==> src/common/hl_cfg_pkg.sv <==
package hl_cfg_pkg;

  ////////////////////////////////////////////////////////////
  // Board identity
  ////////////////////////////////////////////////////////////

  // Reported in every response word
  localparam logic [7:0] SERIAL_NO = 8'd67;

  ////////////////////////////////////////////////////////////
  // Host frame format
  ////////////////////////////////////////////////////////////

  // First byte of a frame selects its type
  localparam logic [7:0] FRAME_START = 8'h5a;
  localparam logic [7:0] FRAME_CMD   = 8'hc3;

  // Command addresses carried in header bits 7:2
  localparam logic [5:0] ADDR_CFG    = 6'h00;
  localparam logic [5:0] ADDR_AD9866 = 6'h3b;

  ////////////////////////////////////////////////////////////
  // Converter serial bus
  ////////////////////////////////////////////////////////////

  // clk_ctrl cycles per half period of sclk
  localparam int SPI_HALF = 2;

  // Register address byte plus value byte
  localparam int SPI_BITS = 16;

  ////////////////////////////////////////////////////////////
  // Status
  ////////////////////////////////////////////////////////////

  // Command counter wraps silently at this width
  localparam int CNT_W = 16;

endpackage

==> src/common/hl_proto_pkg.sv <==
package hl_proto_pkg;

  ////////////////////////////////////////////////////////////
  // Two views of the same 32-bit command data word
  ////////////////////////////////////////////////////////////

  // General configuration
  typedef struct packed {
    logic [29:0] rsvd;
    logic        ad9866_rst;   // Holds converter in reset
    logic        cw_key;
  } cfg_word_t;

  // Converter register write
  typedef struct packed {
    logic [15:0] rsvd;
    logic [7:0]  reg_addr;
    logic [7:0]  value;
  } spi_word_t;

  typedef union packed {
    logic [31:0] raw;
    cfg_word_t   cfg;
    spi_word_t   spi;
  } cmd_data_u;

  ////////////////////////////////////////////////////////////
  // 40-bit response word
  ////////////////////////////////////////////////////////////

  typedef struct packed {
    logic       run;
    logic       tx_on;
    logic       cw_key;
    logic       clip;        // Sticky since last response
    logic       goodlvl;     // Sticky since last response
    logic       spi_busy;
    logic [1:0] zero;
  } resp_flags_t;

  typedef struct packed {
    logic [5:0]                   addr;
    logic                         ptt;
    logic                         valid_one;
    logic [7:0]                   serial;
    resp_flags_t                  flags;
    logic [hl_cfg_pkg::CNT_W-1:0] count;
  } resp_t;

endpackage

==> src/common/cmd_if.sv <==
`timescale 1ns/1ps

interface cmd_if;

  logic                    valid;
  logic [5:0]              addr;
  hl_proto_pkg::cmd_data_u data;
  logic                    ptt;
  logic                    resp_req;

  // Frame parser drives one command per valid pulse
  modport src (output valid, addr, data, ptt, resp_req);

  // Register block and response builder
  modport dst (input valid, addr, data, ptt, resp_req);

endinterface

==> src/source/cmd_parser.sv <==
`timescale 1ns/1ps

module cmd_parser (
  input  logic       clk_ctrl,
  input  logic       rst_n_i,
  input  logic [7:0] udp_rx_data_i,
  input  logic       udp_rx_active_i,
  output logic       run_o,
  cmd_if.src         cmd
);

  // Byte position within the current frame saturates at 7
  logic [2:0]  pos_q;

  // Frame type seen in byte 0 until the frame is consumed
  logic        start_q;
  logic        cmd_q;

  logic [7:0]  hdr_q;
  logic [23:0] data_q;

  ////////////////////////////////////////////////////////////
  // Frame tracking
  ////////////////////////////////////////////////////////////

  always_ff @(posedge clk_ctrl or negedge rst_n_i) begin
    if (!rst_n_i) begin
      pos_q     <= 3'd0;
      start_q   <= 1'b0;
      cmd_q     <= 1'b0;
      run_o     <= 1'b0;
      cmd.valid <= 1'b0;
    end else begin
      cmd.valid <= 1'b0;
      if (!udp_rx_active_i) begin
        // Short frames end up here and are dropped
        pos_q   <= 3'd0;
        start_q <= 1'b0;
        cmd_q   <= 1'b0;
      end else begin
        if (pos_q != 3'd7) begin
          pos_q <= pos_q + 3'd1;
        end
        if (pos_q == 3'd0) begin
          start_q <= (udp_rx_data_i == hl_cfg_pkg::FRAME_START);
          cmd_q   <= (udp_rx_data_i == hl_cfg_pkg::FRAME_CMD);
        end
        if (start_q) begin
          run_o   <= udp_rx_data_i[0];
          start_q <= 1'b0;
        end
        if (cmd_q && pos_q == 3'd5) begin
          cmd.valid <= 1'b1;
          cmd_q     <= 1'b0;
        end
      end
    end
  end

  ////////////////////////////////////////////////////////////
  // Header and data assembly
  ////////////////////////////////////////////////////////////

  always_ff @(posedge clk_ctrl) begin
    if (udp_rx_active_i && cmd_q) begin
      if (pos_q == 3'd1) begin
        hdr_q <= udp_rx_data_i;
      end else if (pos_q == 3'd5) begin
        // Everything is published together on the last data byte
        cmd.addr     <= hdr_q[7:2];
        cmd.resp_req <= hdr_q[1];
        cmd.ptt      <= hdr_q[0];
        cmd.data.raw <= {data_q, udp_rx_data_i};
      end else begin
        // MSB first
        data_q <= {data_q[15:0], udp_rx_data_i};
      end
    end
  end

endmodule

==> src/control/ctrl_regs.sv <==
`timescale 1ns/1ps

module ctrl_regs (
  input  logic        clk_ctrl,
  input  logic        rst_n_i,
  cmd_if.dst          cmd,
  input  logic        run_i,
  output logic        tx_on_o,
  output logic        cw_keydown_o,
  output logic        ad9866_rst_n_o,
  output logic        spi_start_o,
  output logic [15:0] spi_word_o
);

  logic ptt_q;
  logic cw_key_q;
  logic conv_rst_q;

  // Address decode of the current command
  logic is_cfg;
  logic is_conv;

  assign is_cfg  = cmd.valid && (cmd.addr == hl_cfg_pkg::ADDR_CFG);
  assign is_conv = cmd.valid && (cmd.addr == hl_cfg_pkg::ADDR_AD9866);

  ////////////////////////////////////////////////////////////
  // Control registers
  ////////////////////////////////////////////////////////////

  always_ff @(posedge clk_ctrl or negedge rst_n_i) begin
    if (!rst_n_i) begin
      ptt_q       <= 1'b0;
      cw_key_q    <= 1'b0;
      conv_rst_q  <= 1'b0;
      spi_start_o <= 1'b0;
    end else begin
      // One pulse per converter command
      spi_start_o <= is_conv;

      // Every command carries the PTT state
      if (cmd.valid) begin
        ptt_q <= cmd.ptt;
      end

      if (is_cfg) begin
        cw_key_q   <= cmd.data.cfg.cw_key;
        conv_rst_q <= cmd.data.cfg.ad9866_rst;
      end
    end
  end

  ////////////////////////////////////////////////////////////
  // Converter word
  ////////////////////////////////////////////////////////////

  always_ff @(posedge clk_ctrl) begin
    if (is_conv) begin
      spi_word_o <= {cmd.data.spi.reg_addr, cmd.data.spi.value};
    end
  end

  // Transmit only while running
  assign tx_on_o        = run_i & ptt_q;
  assign cw_keydown_o   = cw_key_q;
  assign ad9866_rst_n_o = ~conv_rst_q;

endmodule

==> src/control/spi_writer.sv <==
`timescale 1ns/1ps

module spi_writer (
  input  logic                            clk_ctrl,
  input  logic                            rst_n_i,
  input  logic                            start_i,
  input  logic [hl_cfg_pkg::SPI_BITS-1:0] word_i,
  output logic                            busy_o,
  output logic                            sclk_o,
  output logic                            sdio_o,
  output logic                            sen_n_o
);

  // Half period divider
  logic [3:0] div_q;
  // Bits already completed in this window
  logic [4:0] bit_q;
  logic [hl_cfg_pkg::SPI_BITS-1:0] shift_q;

  logic half_done;
  logic last_bit;

  assign half_done = (div_q == 4'(hl_cfg_pkg::SPI_HALF - 1));
  assign last_bit  = (bit_q == 5'(hl_cfg_pkg::SPI_BITS - 1));

  ////////////////////////////////////////////////////////////
  // Shifter
  ////////////////////////////////////////////////////////////

  always_ff @(posedge clk_ctrl or negedge rst_n_i) begin
    if (!rst_n_i) begin
      div_q   <= 4'd0;
      bit_q   <= 5'd0;
      shift_q <= '0;
      sclk_o  <= 1'b0;
      sen_n_o <= 1'b1;
    end else if (sen_n_o) begin
      // Start pulses are taken only while idle
      sclk_o <= 1'b0;
      if (start_i) begin
        sen_n_o <= 1'b0;
        shift_q <= word_i;
        div_q   <= 4'd0;
        bit_q   <= 5'd0;
      end
    end else if (half_done) begin
      div_q <= 4'd0;
      if (!sclk_o) begin
        // Rising edge, receiver samples sdio
        sclk_o <= 1'b1;
      end else begin
        sclk_o <= 1'b0;
        if (last_bit) begin
          sen_n_o <= 1'b1;
        end else begin
          bit_q   <= bit_q + 5'd1;
          shift_q <= {shift_q[hl_cfg_pkg::SPI_BITS-2:0], 1'b0};
        end
      end
    end else begin
      div_q <= div_q + 4'd1;
    end
  end

  // Data moves on the falling edge only
  assign sdio_o = shift_q[hl_cfg_pkg::SPI_BITS-1];
  assign busy_o = ~sen_n_o;

endmodule

==> src/control/resp_builder.sv <==
`timescale 1ns/1ps

module resp_builder (
  input  logic                clk_ctrl,
  input  logic                rst_n_i,
  cmd_if.dst                  cmd,
  input  logic                run_i,
  input  logic                tx_on_i,
  input  logic                cw_keydown_i,
  input  logic                spi_busy_i,
  input  logic                rxclip_i,
  input  logic                rxgoodlvl_i,
  output hl_proto_pkg::resp_t resp_o,
  output logic                resp_valid_o
);

  logic [hl_cfg_pkg::CNT_W-1:0] cmd_cnt_q;
  logic                         clip_q;
  logic                         good_q;

  // Echo fields of the last command
  logic [5:0] addr_q;
  logic       ptt_q;

  hl_proto_pkg::resp_t resp_now;
  hl_proto_pkg::resp_t resp_hold;

  ////////////////////////////////////////////////////////////
  // Counter, sticky status and response hold
  ////////////////////////////////////////////////////////////

  always_ff @(posedge clk_ctrl or negedge rst_n_i) begin
    if (!rst_n_i) begin
      cmd_cnt_q    <= '0;
      clip_q       <= 1'b0;
      good_q       <= 1'b0;
      resp_valid_o <= 1'b0;
      resp_hold    <= '0;
    end else begin
      resp_valid_o <= cmd.valid & cmd.resp_req;
      if (cmd.valid) begin
        cmd_cnt_q <= cmd_cnt_q + 1'b1;
      end
      // Cleared once reported unless a new pulse arrives
      clip_q <= rxclip_i | (clip_q & ~resp_valid_o);
      good_q <= rxgoodlvl_i | (good_q & ~resp_valid_o);
      if (resp_valid_o) begin
        resp_hold <= resp_now;
      end
    end
  end

  always_ff @(posedge clk_ctrl) begin
    if (cmd.valid) begin
      addr_q <= cmd.addr;
      ptt_q  <= cmd.ptt;
    end
  end

  // Register outputs already reflect the command in the valid cycle
  always_comb begin
    resp_now                = '0;
    resp_now.addr           = addr_q;
    resp_now.ptt            = ptt_q;
    resp_now.valid_one      = 1'b1;
    resp_now.serial         = hl_cfg_pkg::SERIAL_NO;
    resp_now.flags.run      = run_i;
    resp_now.flags.tx_on    = tx_on_i;
    resp_now.flags.cw_key   = cw_keydown_i;
    resp_now.flags.clip     = clip_q;
    resp_now.flags.goodlvl  = good_q;
    resp_now.flags.spi_busy = spi_busy_i;
    resp_now.count          = cmd_cnt_q;
  end

  assign resp_o = resp_valid_o ? resp_now : resp_hold;

endmodule

==> src/source/hl_ctrl_top.sv <==
`timescale 1ns/1ps

module hl_ctrl_top (
  input  logic        clk_ctrl,
  input  logic        rst_n_i,

  // Host byte stream
  input  logic [7:0]  udp_rx_data_i,
  input  logic        udp_rx_active_i,

  // Receiver status
  input  logic        rxclip_i,
  input  logic        rxgoodlvl_i,

  // Radio control
  output logic        run_o,
  output logic        tx_on_o,
  output logic        cw_keydown_o,

  // Converter
  output logic        ad9866_rst_n_o,
  output logic        ad9866_sclk_o,
  output logic        ad9866_sdio_o,
  output logic        ad9866_sen_n_o,

  // Response to host
  output logic [39:0] resp_o,
  output logic        resp_valid_o
);

  logic        spi_start;
  logic [15:0] spi_word;
  logic        spi_busy;

  cmd_if cmd_bus ();

  cmd_parser u_parser (
    .clk_ctrl        (clk_ctrl),
    .rst_n_i         (rst_n_i),
    .udp_rx_data_i   (udp_rx_data_i),
    .udp_rx_active_i (udp_rx_active_i),
    .run_o           (run_o),
    .cmd             (cmd_bus.src)
  );

  ctrl_regs u_regs (
    .clk_ctrl        (clk_ctrl),
    .rst_n_i         (rst_n_i),
    .cmd             (cmd_bus.dst),
    .run_i           (run_o),
    .tx_on_o         (tx_on_o),
    .cw_keydown_o    (cw_keydown_o),
    .ad9866_rst_n_o  (ad9866_rst_n_o),
    .spi_start_o     (spi_start),
    .spi_word_o      (spi_word)
  );

  spi_writer u_spi (
    .clk_ctrl        (clk_ctrl),
    .rst_n_i         (rst_n_i),
    .start_i         (spi_start),
    .word_i          (spi_word),
    .busy_o          (spi_busy),
    .sclk_o          (ad9866_sclk_o),
    .sdio_o          (ad9866_sdio_o),
    .sen_n_o         (ad9866_sen_n_o)
  );

  resp_builder u_resp (
    .clk_ctrl        (clk_ctrl),
    .rst_n_i         (rst_n_i),
    .cmd             (cmd_bus.dst),
    .run_i           (run_o),
    .tx_on_i         (tx_on_o),
    .cw_keydown_i    (cw_keydown_o),
    .spi_busy_i      (spi_busy),
    .rxclip_i        (rxclip_i),
    .rxgoodlvl_i     (rxgoodlvl_i),
    .resp_o          (resp_o),
    .resp_valid_o    (resp_valid_o)
  );

endmodule

==> config.mk <==
export PLATFORM = sky130hd
export DESIGN_NAME = hl_ctrl_top
export DESIGN_NICKNAME = d
export VERILOG_FILES = /design/src/common/hl_cfg_pkg.sv /design/src/common/hl_proto_pkg.sv /design/src/common/cmd_if.sv /design/src/source/cmd_parser.sv /design/src/control/ctrl_regs.sv /design/src/control/spi_writer.sv /design/src/control/resp_builder.sv /design/src/source/hl_ctrl_top.sv
export SDC_FILE = /design/constraint.sdc
export NUM_CORES = 1
export LEC_CHECK = 0
export BUFFER_PORTS_ARGS = -buffer_cell sky130_fd_sc_hd__buf_2
export CAP_MARGIN = 20
export CORE_ASPECT_RATIO = 1.75
export CORE_MARGIN = 1
export CORE_UTILIZATION = 50
export CTS_CLUSTER_DIAMETER = 50
export DETAILED_ROUTE_END_ITERATION = 12
export PLACE_DENSITY = 0.69
export SYNTH_ARGS = -nofsm -noshare
export SYNTH_HDL_FRONTEND = slang
export SYNTH_SLANG_ARGS = --single-unit
==> constraint.sdc <==
create_clock -name clk_ctrl -period 3.85 [get_ports clk_ctrl]
set_input_delay 0.5775 -clock clk_ctrl [delete_from_list [all_inputs] [get_ports clk_ctrl]]
set_output_delay 0.5775 -clock clk_ctrl [all_outputs]
set_load 0.005 [all_outputs]
# Word-level counts from Yosys, hierarchy flattened
# Index checks and enable logic that the tools add are counted.
[word_totals] reg_bits=160 in_bits=13 out_inout_bits=48 elab_cells=111
[op_classes] addsub=4 n_eq_ne=12 n_mux=32 bitwise_logic=11 reduce_logical=13
[op_table] cell="16-bit 2-to-1 mux" count=5
[op_table] cell="40-bit 2-to-1 mux" count=1
[op_table] cell="5-bit 2-to-1 mux" count=5
[op_table] cell="16-bit by 1-bit adder with 16-bit output (second input constant)" count=1
[op_table] cell="1-bit 2-to-1 mux" count=16
[op_table] cell="4-bit 2-to-1 mux" count=3
[op_table] cell="8-bit by 7-bit equality test with 1-bit output (second input constant)" count=1
[op_table] cell="8-bit equality test (second input constant)" count=1
[op_table] cell="6-bit equality test (second input constant)" count=1
[op_table] cell="6-bit zero test" count=1
[op_table] cell="3-bit 2-to-1 mux" count=2
[op_table] cell="3-bit AND reduction" count=2
[op_table] cell="5-bit by 1-bit adder with 5-bit output (second input constant)" count=1
[op_table] cell="5-bit by 4-bit equality test with 1-bit output (second input constant)" count=1
[op_table] cell="1-bit NOT" count=5
[op_table] cell="4-bit by 1-bit adder with 4-bit output (second input constant)" count=1
[op_table] cell="1-bit bitwise AND" count=4
[op_table] cell="4-bit by 1-bit equality test with 1-bit output (second input constant)" count=1
[op_table] cell="1-bit logical AND" count=4
[op_table] cell="2-bit by 1-bit != test with 1-bit output (second input constant)" count=2
[op_table] cell="2-bit AND reduction" count=2
[op_table] cell="4-bit AND reduction" count=1
[op_table] cell="2-bit nonzero test" count=2
[op_table] cell="3-bit by 1-bit adder with 3-bit output (second input constant)" count=1
[op_table] cell="other kinds (7)" count=8

# Depth between registers and ports, before layout
# Gate-level depths: netlist of the first run.
[logic_depth] ltp_word=5 ltp_mapped=9

# By module
# From an unflattened synthesis of the first run, not the netlist that was laid out.
[hier_totals] cells_unflattened=456 hier_area_um2=7287.0
[modules_own_cells] mod="cmd_parser" instances=1 cells_each=109 area_each_um2=2573.7
[modules_own_cells] mod="resp_builder" instances=1 cells_each=161 area_each_um2=2494.9
[modules_own_cells] mod="spi_writer" instances=1 cells_each=155 area_each_um2=1552.7
[modules_own_cells] mod="ctrl_regs" instances=1 cells_each=31 area_each_um2=665.6

# Worst setup path before layout of the first run
# OpenSTA, ideal clock, no wires.
[synth_timing] kind="register to register" startpoint="register u_parser.pos_q[1]" endpoint="register u_parser.cmd.addr[0], enable pin" t_arrival_ps=1717 required_ps=3445 path_slack_ps=1728 stages_incl_launch_ff=5 path_buffers=0 period_less_slack_ps=2122 path_cell_list="dfrtp_1 -> inv_1 -> ha_1 -> nand2_1 -> nor2_1"
[synth_between] elab_chain_len=3 word_cells_on_any_way=4 classes_between="2 x eq/ne; 1 x bitwise; 1 x reduce/logical"
[synth_rtl] element="from (decl)" line="cmd_parser.sv:13" source="logic [2:0] pos_q;"
[synth_rtl] element="from (signal assigned)" line="cmd_parser.sv:42" source="pos_q <= pos_q + 3'd1;"
[synth_rtl] element="3-bit by 1-bit equality test with 1-bit output" line="cmd_parser.sv:66" source="if (pos_q == 3'd1) begin"
[synth_rtl] element="1-bit NOT (no line)"
[synth_rtl] element="3-bit AND reduction (no line) (*)"
[synth_rtl] element="to (signal assigned)" line="cmd_parser.sv:70" source="cmd.addr <= hdr_q[7:2];"
[synth_rtl] element="to (decl)" line="cmd_if.sv:12" source="modport src (output valid, addr, data, ptt, resp_req);"
# Every way passes the cells marked *; elsewhere a longest branch is shown, timed or not.
# A chain may end at the register's enable or synchronous reset.

# Worst setup path in the final report of the first run
[layout_timing] startpoint="register u_resp.resp_valid_o" endpoint="output resp_o[18]"
[layout_between] elab_chain_len=1
[layout_rtl] element="from (decl)" line="resp_builder.sv:14" source="output logic resp_valid_o"
[layout_rtl] element="from (signal assigned)" line="resp_builder.sv:40" source="resp_valid_o <= cmd.valid & cmd.resp_req;"
[layout_rtl] element="40-bit 2-to-1 mux" line="resp_builder.sv:76" source="assign resp_o = resp_valid_o ? resp_now : resp_hold;"
[layout_rtl] element="to (decl)" line="hl_ctrl_top.sv:27" source="output logic [39:0] resp_o,"
# Every way passes these cells.

==> flow_summary.json, run 1 <==
{
  "outcome": "completed",
  "power.density_nw_per_um2": 468,
  "fp.dieH_um": 149,
  "diodes": 0,
  "num_rows": 53,
  "grt.overflow.total": 0,
  "post_drt_wl_per_cell_um": 15.4,
  "synth_compound_area_share_pct": 4.40,
  "crit_type": "reg -> out",
  "post_dp_cell_area_sq_um": 6620,
  "max_stage_delay_ps": 810,
  "reg2reg_from": "u_spi.bit_q[0]",
  "worstSetupEndpointType": "output pin",
  "critical_path.startpoint": "u_resp.resp_valid_o",
  "netlist_area_sq_um": 6160,
  "fin_crit_sh_pct": 71.5,
  "coreArea_sq_um": 12000,
  "grt_max_degree": 56,
  "final-setup-viol-count": 0,
  "tns_ps": 0,
  "synth_top_family_by_area": "multiplexers",
  "yosys_warnings": 0,
  "clk_pin_slew_ps": 60,
  "start_util_pct": 51.4,
  "drt-met1-wl_um": 4070,
  "area_growth_pct": 16.7,
  "fin_nets": 505,
  "htree_levels": 4,
  "clockRootBuffer": "clkbuf_16",
  "drt_wl_total_um": 10200,
  "r2r_cells": 6,
  "worst_ep_required_time_ps": 3270,
  "drive_above_1_share_pct": 29.6,
  "synth_flop_cell": "dfrtp_1",
  "vias_per_cell": 5.17,
  "power.static_leakage_nw": 3.12,
  "drc_errors": 0,
  "dr_wl_met2_um": 5610,
  "grt_pass1_vias": 3482,
  "hold_class": "in -> async",
  "gp_congestion": 0.715,
  "period_minus_slack_ps": 2750,
  "cts_tree": "done",
  "fmax_mhz": 363,
  "synth_fa_ha_area_share_pct": 1.83,
  "ys_ff_latch": 160,
  "ys_types": 43,
  "cts.path.max_buffers": 2,
  "start_kind": "flop",
  "fill_cells": 955,
  "maxUsedRoutingLayer": "met4",
  "fin_worst_skew_ps": 8.26,
  "synth_xor_area_share_pct": 2.70,
  "met3WireLength_um": 296,
  "ant_nets": 0,
  "antenna_found_initial": 0,
  "finalHoldViolations": 0,
  "syn_area_per_cell_sq_um": 15.0,
  "cts_sinks": 160,
  "crit_arrival_ps": 2170,
  "crit_fanout": 24,
  "timing.rr.end": "u_spi.shift_q[7]",
  "synth-seq-area-share_pct": 70.1,
  "ios": 61,
  "multi_input_area_sq_um": 1680,
  "ys_async_sr_fraction_pct": 60.6,
  "cts_setup_buffers": 0,
  "hpwl_um": 6920,
  "syn_nets": 434,
  "track_usage_pct": 17.5,
  "fin_area_sq_um": 7200,
  "grt_pass1_wl_um": 17000,
  "cp_cell_sequence": "buf_4, inv_1, mux2_2, buf_2",
  "synthMuxAreaShare_pct": 9.46,
  "numCtsBuffers": 17,
  "drt_iter0_drc": 86,
  "synthSimpleGateAreaFrac_pct": 8.79,
  "port_buffers": 60,
  "clk-insertion-delay-late_ps": 410,
  "cp_slowest_cell": "dfrtp_1",
  "syn-instance-count": 412,
  "ff_latch_area_sq_um": 4320,
  "cp_top_family": "flip-flops",
  "vdd_drop_max_v": 0.000354,
  "max_cap_violations": 0,
  "cp_num_buf_inv": 3,
  "rsz0062_at_grt": "false",
  "cts_resized": 0,
  "tightest_slew_ps": 1050,
  "synth_edf_count": 63,
  "drv_slew": 0,
  "ctsHoldBuffers": 0,
  "r2r_slack_ps": 1500,
  "die-area_sq_um": 12800,
  "dr.pass1.iters": 4,
  "die_w_um": 85.9,
  "via_count": 3420,
  "slew-limit-headroom_pct": 29.6
}
logic make-up (layout without fill, tap and decap cells):
kind of cell,count (synthesis),after routing
AOI/OAI and AO/OA,31,31
xor gates and xnor gates,19,19
adders and majority gates,9,9
buffers and inverters,36,120
DFF,160,160
muxes,54,54
and+or+nand+nor,103,103
sequential cells by signal (all words and copies together), names as in the netlist, 3 cells and up:
| register | flops |
|---|---|
| u_parser.hdr_q | 8 |
| u_parser.pos_q | 3 |
| u_resp.addr_q | 6 |
| u_spi.div_q | 4 |
| u_resp.cmd_cnt_q | 16 |
| u_regs.spi_word_o | 16 |
| u_parser.cmd.data | 16 |
| u_spi.bit_q | 5 |
| u_spi.shift_q | 16 |
| u_resp.resp_hold | 40 |
| u_parser.cmd.addr | 6 |
| u_parser.data_q | 8 |
synth_stat cells, drive strengths merged (2+ instances only):
cell	count	area, sq um
clkbuf	8	30.0
nand3	14	70.1
ha	9	113
mux2	34	383
and3	3	23.8
o21ai	5	25.0
and4	2	17.5
o22ai	2	12.5
nand2	23	86.3
xor2	6	52.6
or2	5	31.3
edfxtp	63	1890
mux2i	20	200
nor4b	2	17.5
nor2	23	86.3
dfrtp	96	2400
nor2b	9	56.3
xnor2	13	114
buf	6	56.3
a21o	2	15.0
nand4	6	37.5
o32ai	2	17.5
nor3	4	20.0
a221oi	14	154
inv	22	82.6
nor3b	2	26.3
and2	4	25.0
a21oi	2	10.0
or4	2	15.0
cell type report:
| type | count | area share, % |
|---|---|---|
| Sequential cell | 160 | 60.0 |
| Clock inverter | 11 | 1.10 |
| Timing Repair Buffer | 66 | 4.85 |
| Multi-Input combinational cell | 216 | 23.3 |
| Inverter | 22 | 1.15 |
| Clock buffer | 21 | 6.69 |
| Tap cell | 165 | 2.87 |
worst register-to-register path, cell delays in order (launching register included):
cell	delay (ps)
dfrtp_1	400
ha_1	210
and3_1	190
ha_1	170
nor2_1	80
a31oi_2	870
a221oi_1	250
metrics by stage:
stage	total power (W)	instances	utilization [%]	hold slack [ps]	worst slack [ps]
after CTS	0.00341	659	59.8	235	1070
after global placement	0.00186	627	55.2	401	1570
after global routing	0.00348	661	60.0	261	987
after detailed placement	0.00186	627	55.2	405	1500
final	0.00337	661	60.0	199	1100
after floorplan	0.00182	412	-	282	1730
how the worst max path moves through the flow:
stage | slack, ps | depth (start not counted) | to
finish | 1100 | 4 | resp_o[18]
global route | 990 | 4 | resp_o[18]
CTS | 1070 | 4 | resp_o[18]
detailed placement | 1500 | 6 | u_spi.shift_q[5]
global placement | 1570 | 4 | resp_o[18]
floorplan | 1730 | 4 | u_parser.cmd.addr[0]
report_power, final:
part	total [W]	switching [W]	internal, W
Combinational	0.0000487	0.0000348	0.0000138
Clock	0.00155	0.000648	0.000900
Sequential	0.00177	0.00000332	0.00177
cells in the final DEF (no fill, tap or decap), types with 2 or more instances in the layout:
cell type / instances
clkinv_4: 2
o21ai_0: 5
inv_1: 22
o22ai_1: 2
mux2i_1: 20
xnor2_1: 13
nor2_1: 22
buf_4: 5
nor4b_1: 2
and3_1: 2
nor2b_1: 9
nor3_1: 4
a221oi_2: 5
clkbuf_8: 2
nand4_1: 6
nand2_1: 23
inv_6: 2
mux2_2: 34
clkinv_2: 3
edfxtp_1: 63
or2_2: 5
nand3_1: 14
a21oi_1: 2
o32ai_1: 2
a21o_1: 2
xor2_1: 6
or4_1: 2
a221oi_1: 9
buf_2: 60
and4_1: 2
dfrtp_1: 96
clkbuf_16: 18
ha_1: 9
clkinvlp_4: 3
and2_1: 4
metal layers:
| layer | global-route usage, % | vias to the layer above |
|---|---|---|
| li1 | - | 1626 |
| met5 | 0 | - |
| met4 | 7.67 | 0 |
| met2 | 30.4 | 64 |
| met3 | 4.54 | 13 |
| met1 | 20.2 | 1717 |
(Power assumes the default switching activity.)
==> run 2: changes to the inputs <==
- ABC_AREA: unset -> 1
- PLACE_DENSITY: 0.69 -> 0.72
- clock period: 3.85 -> 2.3 ns (I/O delays scaled with it)
==> flow_summary.json, run 2 <==
{
  "outcome": "completed",
  "grt_max_degree": 49,
  "crit_fanout": 31,
  "clockRootBuffer": "clkbuf_16",
  "yosysTopAreaCellShare_pct": 38.6,
  "maxUsedRoutingLayer": "met4",
  "slew-limit-headroom_pct": 57.6,
  "vdd_drop_max_v": 0.000576,
  "fin_nets": 669,
  "area_growth_pct": 18.3,
  "tightest_slew_ps": 633,
  "syn_area_per_cell_sq_um": 10.8,
  "worst_ep_required_time_ps": 1960,
  "ios": 61,
  "yosys_warnings": 0,
  "hold_end": "u_resp.clip_q",
  "hold-path-cell-count": 2,
  "track_usage_pct": 19.7,
  "post_drt_wl_per_cell_um": 13.8,
  "synth_xor_area_share_pct": 0.986,
  "worstSetupEndpointType": "output pin",
  "gp_congestion": 0.761,
  "synthMuxAreaShare_pct": 0.181,
  "cp_cell_sequence": "inv_1, buf_4, o21ai_0, buf_2",
  "cts.path.max_buffers": 2,
  "layout_common_cells": "nand2_1, dfrtp_1, edfxtp_1, buf_2, inv_1",
  "numCtsBuffers": 17,
  "clk_pin_slew_ps": 60,
  "mostFrequentLayoutCell": "nand2_1",
  "cts_tree": "done",
  "cts_sinks": 160,
  "cp_num_buf_inv": 3,
  "synth_fa_ha_area_share_pct": 1.81,
  "dr.pass1.iters": 4,
  "dp_worst_setup_slack_ps": 589,
  "crit_arrival_ps": 1670,
  "via_count": 4079,
  "min_from": "rxclip_i",
  "ys_types": 36,
  "port_buffers": 60,
  "tns_ps": 0,
  "grt_pass1_wl_um": 19400,
  "num_rows": 53,
  "timing.rr.end": "u_spi.shift_q[1]",
  "power_w": 0.00607,
  "grt.overflow.total": 0,
  "fill_cells": 974,
  "syn-instance-count": 575,
  "drt_wl_total_um": 11400,
  "htree_levels": 4,
  "drt_iter0_drc": 290,
  "pwr-share-comb_pct": 2.1,
  "drive_above_1_share_pct": 17.9,
  "drv_slew": 0,
  "clockPowerShare_pct": 48.4,
  "fin_ws_ps": 288,
  "ant_nets": 0,
  "reg2reg_from": "u_spi.bit_q[0]",
  "antenna_found_initial": 0,
  "start_kind": "flop",
  "max_cap_violations": 0,
  "die_w_um": 86.3,
  "fin_crit_sh_pct": 87.5,
  "power.density_nw_per_um2": 826,
  "met3WireLength_um": 357,
  "yosysTopAreaCell": "dfrtp_1",
  "r2r_slack_ps": 560,
  "synth_compound_area_share_pct": 3.42,
  "coreArea_sq_um": 12100,
  "start_util_pct": 51.5,
  "finalHoldViolations": 0,
  "die-area_sq_um": 12900,
  "synth_flop_cell": "dfrtp_1",
  "regMostFlops": "u_resp.resp_hold",
  "cts_resized": 0,
  "hpwl_um": 7750,
  "net-switching-power_w": 0.00115,
  "power.static_leakage_nw": 3.55,
  "synthSimpleGateAreaFrac_pct": 19.0,
  "synth-seq-area-share_pct": 69.5,
  "synth_edf_count": 63,
  "fin_worst_skew_ps": 12.1,
  "dr_wl_met2_um": 6090,
  "p_seq_share_pct": 49.5,
  "cp_top_family": "buffers and inverters",
  "synthTopCellsByCount": "nand2_1, dfrtp_1, edfxtp_1",
  "synth_most_common_cell": "nand2_1",
  "syn_nets": 597,
  "fmax_mhz": 497,
  "vias_per_cell": 4.94,
  "grt_pass1_vias": 4135,
  "ys_ff_latch": 160,
  "largest_reg_flops": 40,
  "diodes": 0,
  "r2r_cells": 11,
  "synth_top_family_by_area": "simple AND/OR/NAND/NOR gates",
  "period_minus_slack_ps": 2010,
  "netlist_area_sq_um": 6220,
  "final-setup-viol-count": 0,
  "drc_errors": 0,
  "fp.dieH_um": 150,
  "max_stage_delay_ps": 440,
  "crit_type": "reg -> out",
  "rsz0062_at_grt": "false",
  "internal_power_w": 0.00492,
  "netSwitchingFraction_pct": 19.0,
  "cp_slowest_cell": "o21ai_0",
  "clk-insertion-delay-late_ps": 410,
  "ys_async_sr_fraction_pct": 60.6,
  "synthTopCellsByArea": "dfrtp_1, edfxtp_1, nand2_1",
  "drt-met1-wl_um": 4730,
  "hold_class": "in -> reg"
}
## run 2: final cells by class
type                            count  area (sq um)  share of cell area, %
Multi-Input combinational cell    344          1590                   21.6
Tap cell                          165           206                   2.81
Clock buffer                       24           513                   6.97
Inverter                           54           208                   2.82
Sequential cell                   160          4320                   58.7
Clock inverter                      8           125                   1.70
Timing Repair Buffer               70           393                   5.34
## run 2: logic make-up (layout without fill, tap and decap cells)
family,after synthesis,count (layout)
muxes,1,1
DFF,160,160
adders and majority gates,9,9
buffers and inverters,71,156
and+or+nand+nor,286,286
xor gates and xnor gates,7,7
AOI/OAI and AO/OA,41,41
## run 2: repair_timing
item,in CTS,in global routing
hold buffers,1,0
endpoints found under the setup margin,0,0
setup buffers,0,0
endpoints found under the hold margin,25,0
## run 2: power by group through the flow
| stage | Clock [W] | Combinational, W | Sequential [W] |
|---|---|---|---|
| after floorplan | 0 | 0.0000475 | 0.00305 |
| after global placement | 0 | 0.000127 | 0.00306 |
| after detailed placement | 0 | 0.000131 | 0.00306 |
| after CTS | 0.00299 | 0.000134 | 0.00300 |
| after global routing | 0.00312 | 0.000150 | 0.00300 |
| final | 0.00294 | 0.000129 | 0.00300 |
## run 2: worst max-delay path by stage
stage,slack (ps),end,cells after the start,start
3_3_place_gp,650,u_spi.shift_q[8],11,u_spi.bit_q[0]
3_5_place_dp,590,u_spi.shift_q[1],11,u_spi.bit_q[0]
6_report,290,resp_o[18],4,u_resp.resp_valid_o
5_1_grt,200,resp_o[18],4,u_resp.resp_valid_o
4_1_cts,240,resp_o[18],4,u_resp.resp_valid_o
2_1_floorplan,140,u_parser.cmd.addr[0],3,udp_rx_active_i
## run 2: metal layers
metal,global-route usage (%),vias to the layer above
met2,34.1,110
li1,-,1983
met3,4.41,20
met1,22.9,1966
met5,0,-
met4,9.17,0
## run 2: stage by stage
| step | std cells | area, sq um | util [%] | hold slack [ps] |
|---|---|---|---|---|
| 2_1_floorplan | 575 | 6220 | - | 49.4 |
| 3_3_place_gp | 792 | 6710 | 55.6 | 283 |
| 3_5_place_dp | 792 | 6710 | 55.6 | 295 |
| 4_1_cts | 825 | 7360 | 60.9 | 109 |
| 5_1_grt | 825 | 7360 | 60.9 | 123 |
| 6_report | 825 | 7360 | 60.9 | 126 |
## run 2: worst reg2reg max path, delay by kind of cell (launching register included)
family,cells,cell delay [ps]
DFF,1,420
and+or+nand+nor,7,700
buffers and inverters,2,170
adders and majority gates,2,350
==> run 3: changes to the inputs <==
- PLACE_DENSITY: 0.72 -> 0.71
- SYNTH_HIERARCHICAL: unset -> 1
==> flow_summary.json, run 3 <==
{
  "pwr-share-comb_pct": 2.3,
  "ctsHoldBuffers": 1,
  "cts_resized": 0,
  "fin_area_sq_um": 7340,
  "top_usage_layer": "met2",
  "die-area_sq_um": 13000,
  "port_buffers": 60,
  "layout_common_cells": "nand2_1, dfrtp_1, edfxtp_1, buf_2, inv_1",
  "grt_use_met3_pct": 4.52,
  "vias_per_cell": 4.95,
  "ios": 61,
  "syn-instance-count": 547,
  "power.density_nw_per_um2": 816,
  "drive_above_1_share_pct": 19.3,
  "use_met2_pct": 34.3,
  "crit_arrival_ps": 1760,
  "fin_crit_sh_pct": 91.4,
  "outcome": "completed",
  "fill_cells": 988,
  "use_met1_pct": 20.6,
  "gp_congestion": 0.828,
  "largest_reg_flops": 40,
  "drv_slew": 0,
  "yosys_warnings": 6,
  "hold_class": "in -> reg",
  "syn_nets": 569,
  "area_growth_pct": 17.6,
  "mostFrequentLayoutCell": "nand2_1",
  "power.static_leakage_nw": 3.40,
  "regMostFlops": "u_resp/resp_hold",
  "hpwl_um": 7660,
  "max_cap_violations": 0,
  "ant_nets": 0,
  "finalHoldViolations": 0,
  "start_util_pct": 51.7,
  "via_count": 3937,
  "drt_wl_total_um": 11300,
  "slew-limit-headroom_pct": 52.9,
  "grt_max_degree": 50,
  "tns_ps": 0,
  "vdd_drop_max_v": 0.000694,
  "clockPowerShare_pct": 47.5,
  "diodes": 0,
  "grt_pass1_wl_um": 18700,
  "netSwitchingFraction_pct": 20.2,
  "num_rows": 53,
  "cts_sinks": 160,
  "grt.overflow.total": 0,
  "cp_slowest_cell": "inv_2",
  "drt_iter0_drc": 184,
  "post-route-util_pct": 60.8,
  "numCtsBuffers": 17,
  "worstSetupEndpointType": "output pin",
  "antenna_found_initial": 0,
  "fp.dieH_um": 150,
  "tightest_slew_ps": 704,
  "fin_nets": 640,
  "r2r_slack_ps": 490,
  "rsz0062_at_grt": "false",
  "placedCellCount": 763,
  "fin_worst_skew_ps": 10.3,
  "grt_pass1_vias": 4056,
  "cts.path.max_buffers": 2,
  "htree_levels": 4,
  "cts_setup_buffers": 0,
  "period_minus_slack_ps": 2100,
  "internal_power_w": 0.00478,
  "crit_type": "reg -> out",
  "post_dp_cell_area_sq_um": 6720,
  "fmax_mhz": 476,
  "cts_tree": "done",
  "die_w_um": 86.5,
  "clk_pin_slew_ps": 60,
  "layout.cells.non_filler": 796,
  "crit_fanout": 44,
  "drc_errors": 0,
  "syn_area_per_cell_sq_um": 11.4,
  "netlist_area_sq_um": 6240,
  "start_kind": "flop",
  "clk-insertion-delay-late_ps": 420,
  "dr.pass1.iters": 4,
  "cp_cell_sequence": "inv_2, o21ai_0, buf_2",
  "worst_ep_required_time_ps": 1960,
  "coreArea_sq_um": 12100,
  "clockRootBuffer": "clkbuf_16",
  "post_drt_wl_per_cell_um": 14.2,
  "max_stage_delay_ps": 500,
  "track_usage_pct": 19.2,
  "final-setup-viol-count": 0,
  "net-switching-power_w": 0.00121,
  "p_seq_share_pct": 50.2
}
## run 3: cell types whose count changed in the layout (fill, tap and decap cells not counted), moves of 3 or more
cell	before	now
nor2_1	35	31
o21ai_0	30	20
clkinvlp_4	1	4
mux2i_1	0	15
inv_1	51	59
clkbuf_8	4	1
nand2_1	205	137
inv_2	2	5
o21ai_1	2	26
## run 3: layout make-up
class / instances / area (sq um) / share of cell area, %
flip-flops and latches: 160 / 4320 / 58.9
multi-input cells: 307 / 1590 / 21.6
clock buffers: 20 / 447 / 6.09
repair buffers: 68 / 378 / 5.15
inverters: 64 / 240 / 3.27
well taps: 165 / 206 / 2.81
clock inverters: 12 / 160 / 2.18
## run 3: through the flow
stage | setup slack [ps] | hold slack (ps) | power [W]
floorplan | 152 | 49.4 | 0.00311
global placement | 585 | 404 | 0.00319
detailed placement | 502 | 405 | 0.00320
CTS | 164 | 130 | 0.00604
global route | 67.2 | 126 | 0.00618
finish | 197 | 141 | 0.00599
## run 3: worst max-delay path, delay by kind of cell, from the launching register on
kind | cells | cell delay (ps)
AOI/OAI and AO/OA | 1 | 260
DFF | 1 | 390
buffers and inverters | 2 | 680
## run 3: power groups by stage
stage / Sequential [W] / Clock (W) / Combinational, W
2_1_floorplan: 0.00306 / 0 / 0.0000566
3_5_place_dp: 0.00306 / 0 / 0.000139
6_report: 0.00301 / 0.00285 / 0.000137
5_1_grt: 0.00301 / 0.00301 / 0.000155
3_3_place_gp: 0.00306 / 0 / 0.000132
4_1_cts: 0.00300 / 0.00290 / 0.000141
## run 3: final timing paths
path,start,endpoint,cells after the start
worst max-delay path,u_resp/resp_valid_o,resp_o[20],3
worst min-delay path,rxgoodlvl_i,u_resp/good_q,2
max in group asynchronous,rst_n_i,u_resp/cmd_cnt_q[6],3
worst min register to register,u_parser/cmd.data[15],u_regs/spi_word_o[15],0
min in group asynchronous,rst_n_i,u_resp/resp_hold[21],2
worst max register to register,u_spi/bit_q[0],u_spi/shift_q[9],9
## run 3: routing by layer
layer / wire length, um / part of all wire (%)
met4: 337 / 3.0
met1: 4460 / 39
met2: 6250 / 55
met5: 0 / 0
met3: 289 / 2.5
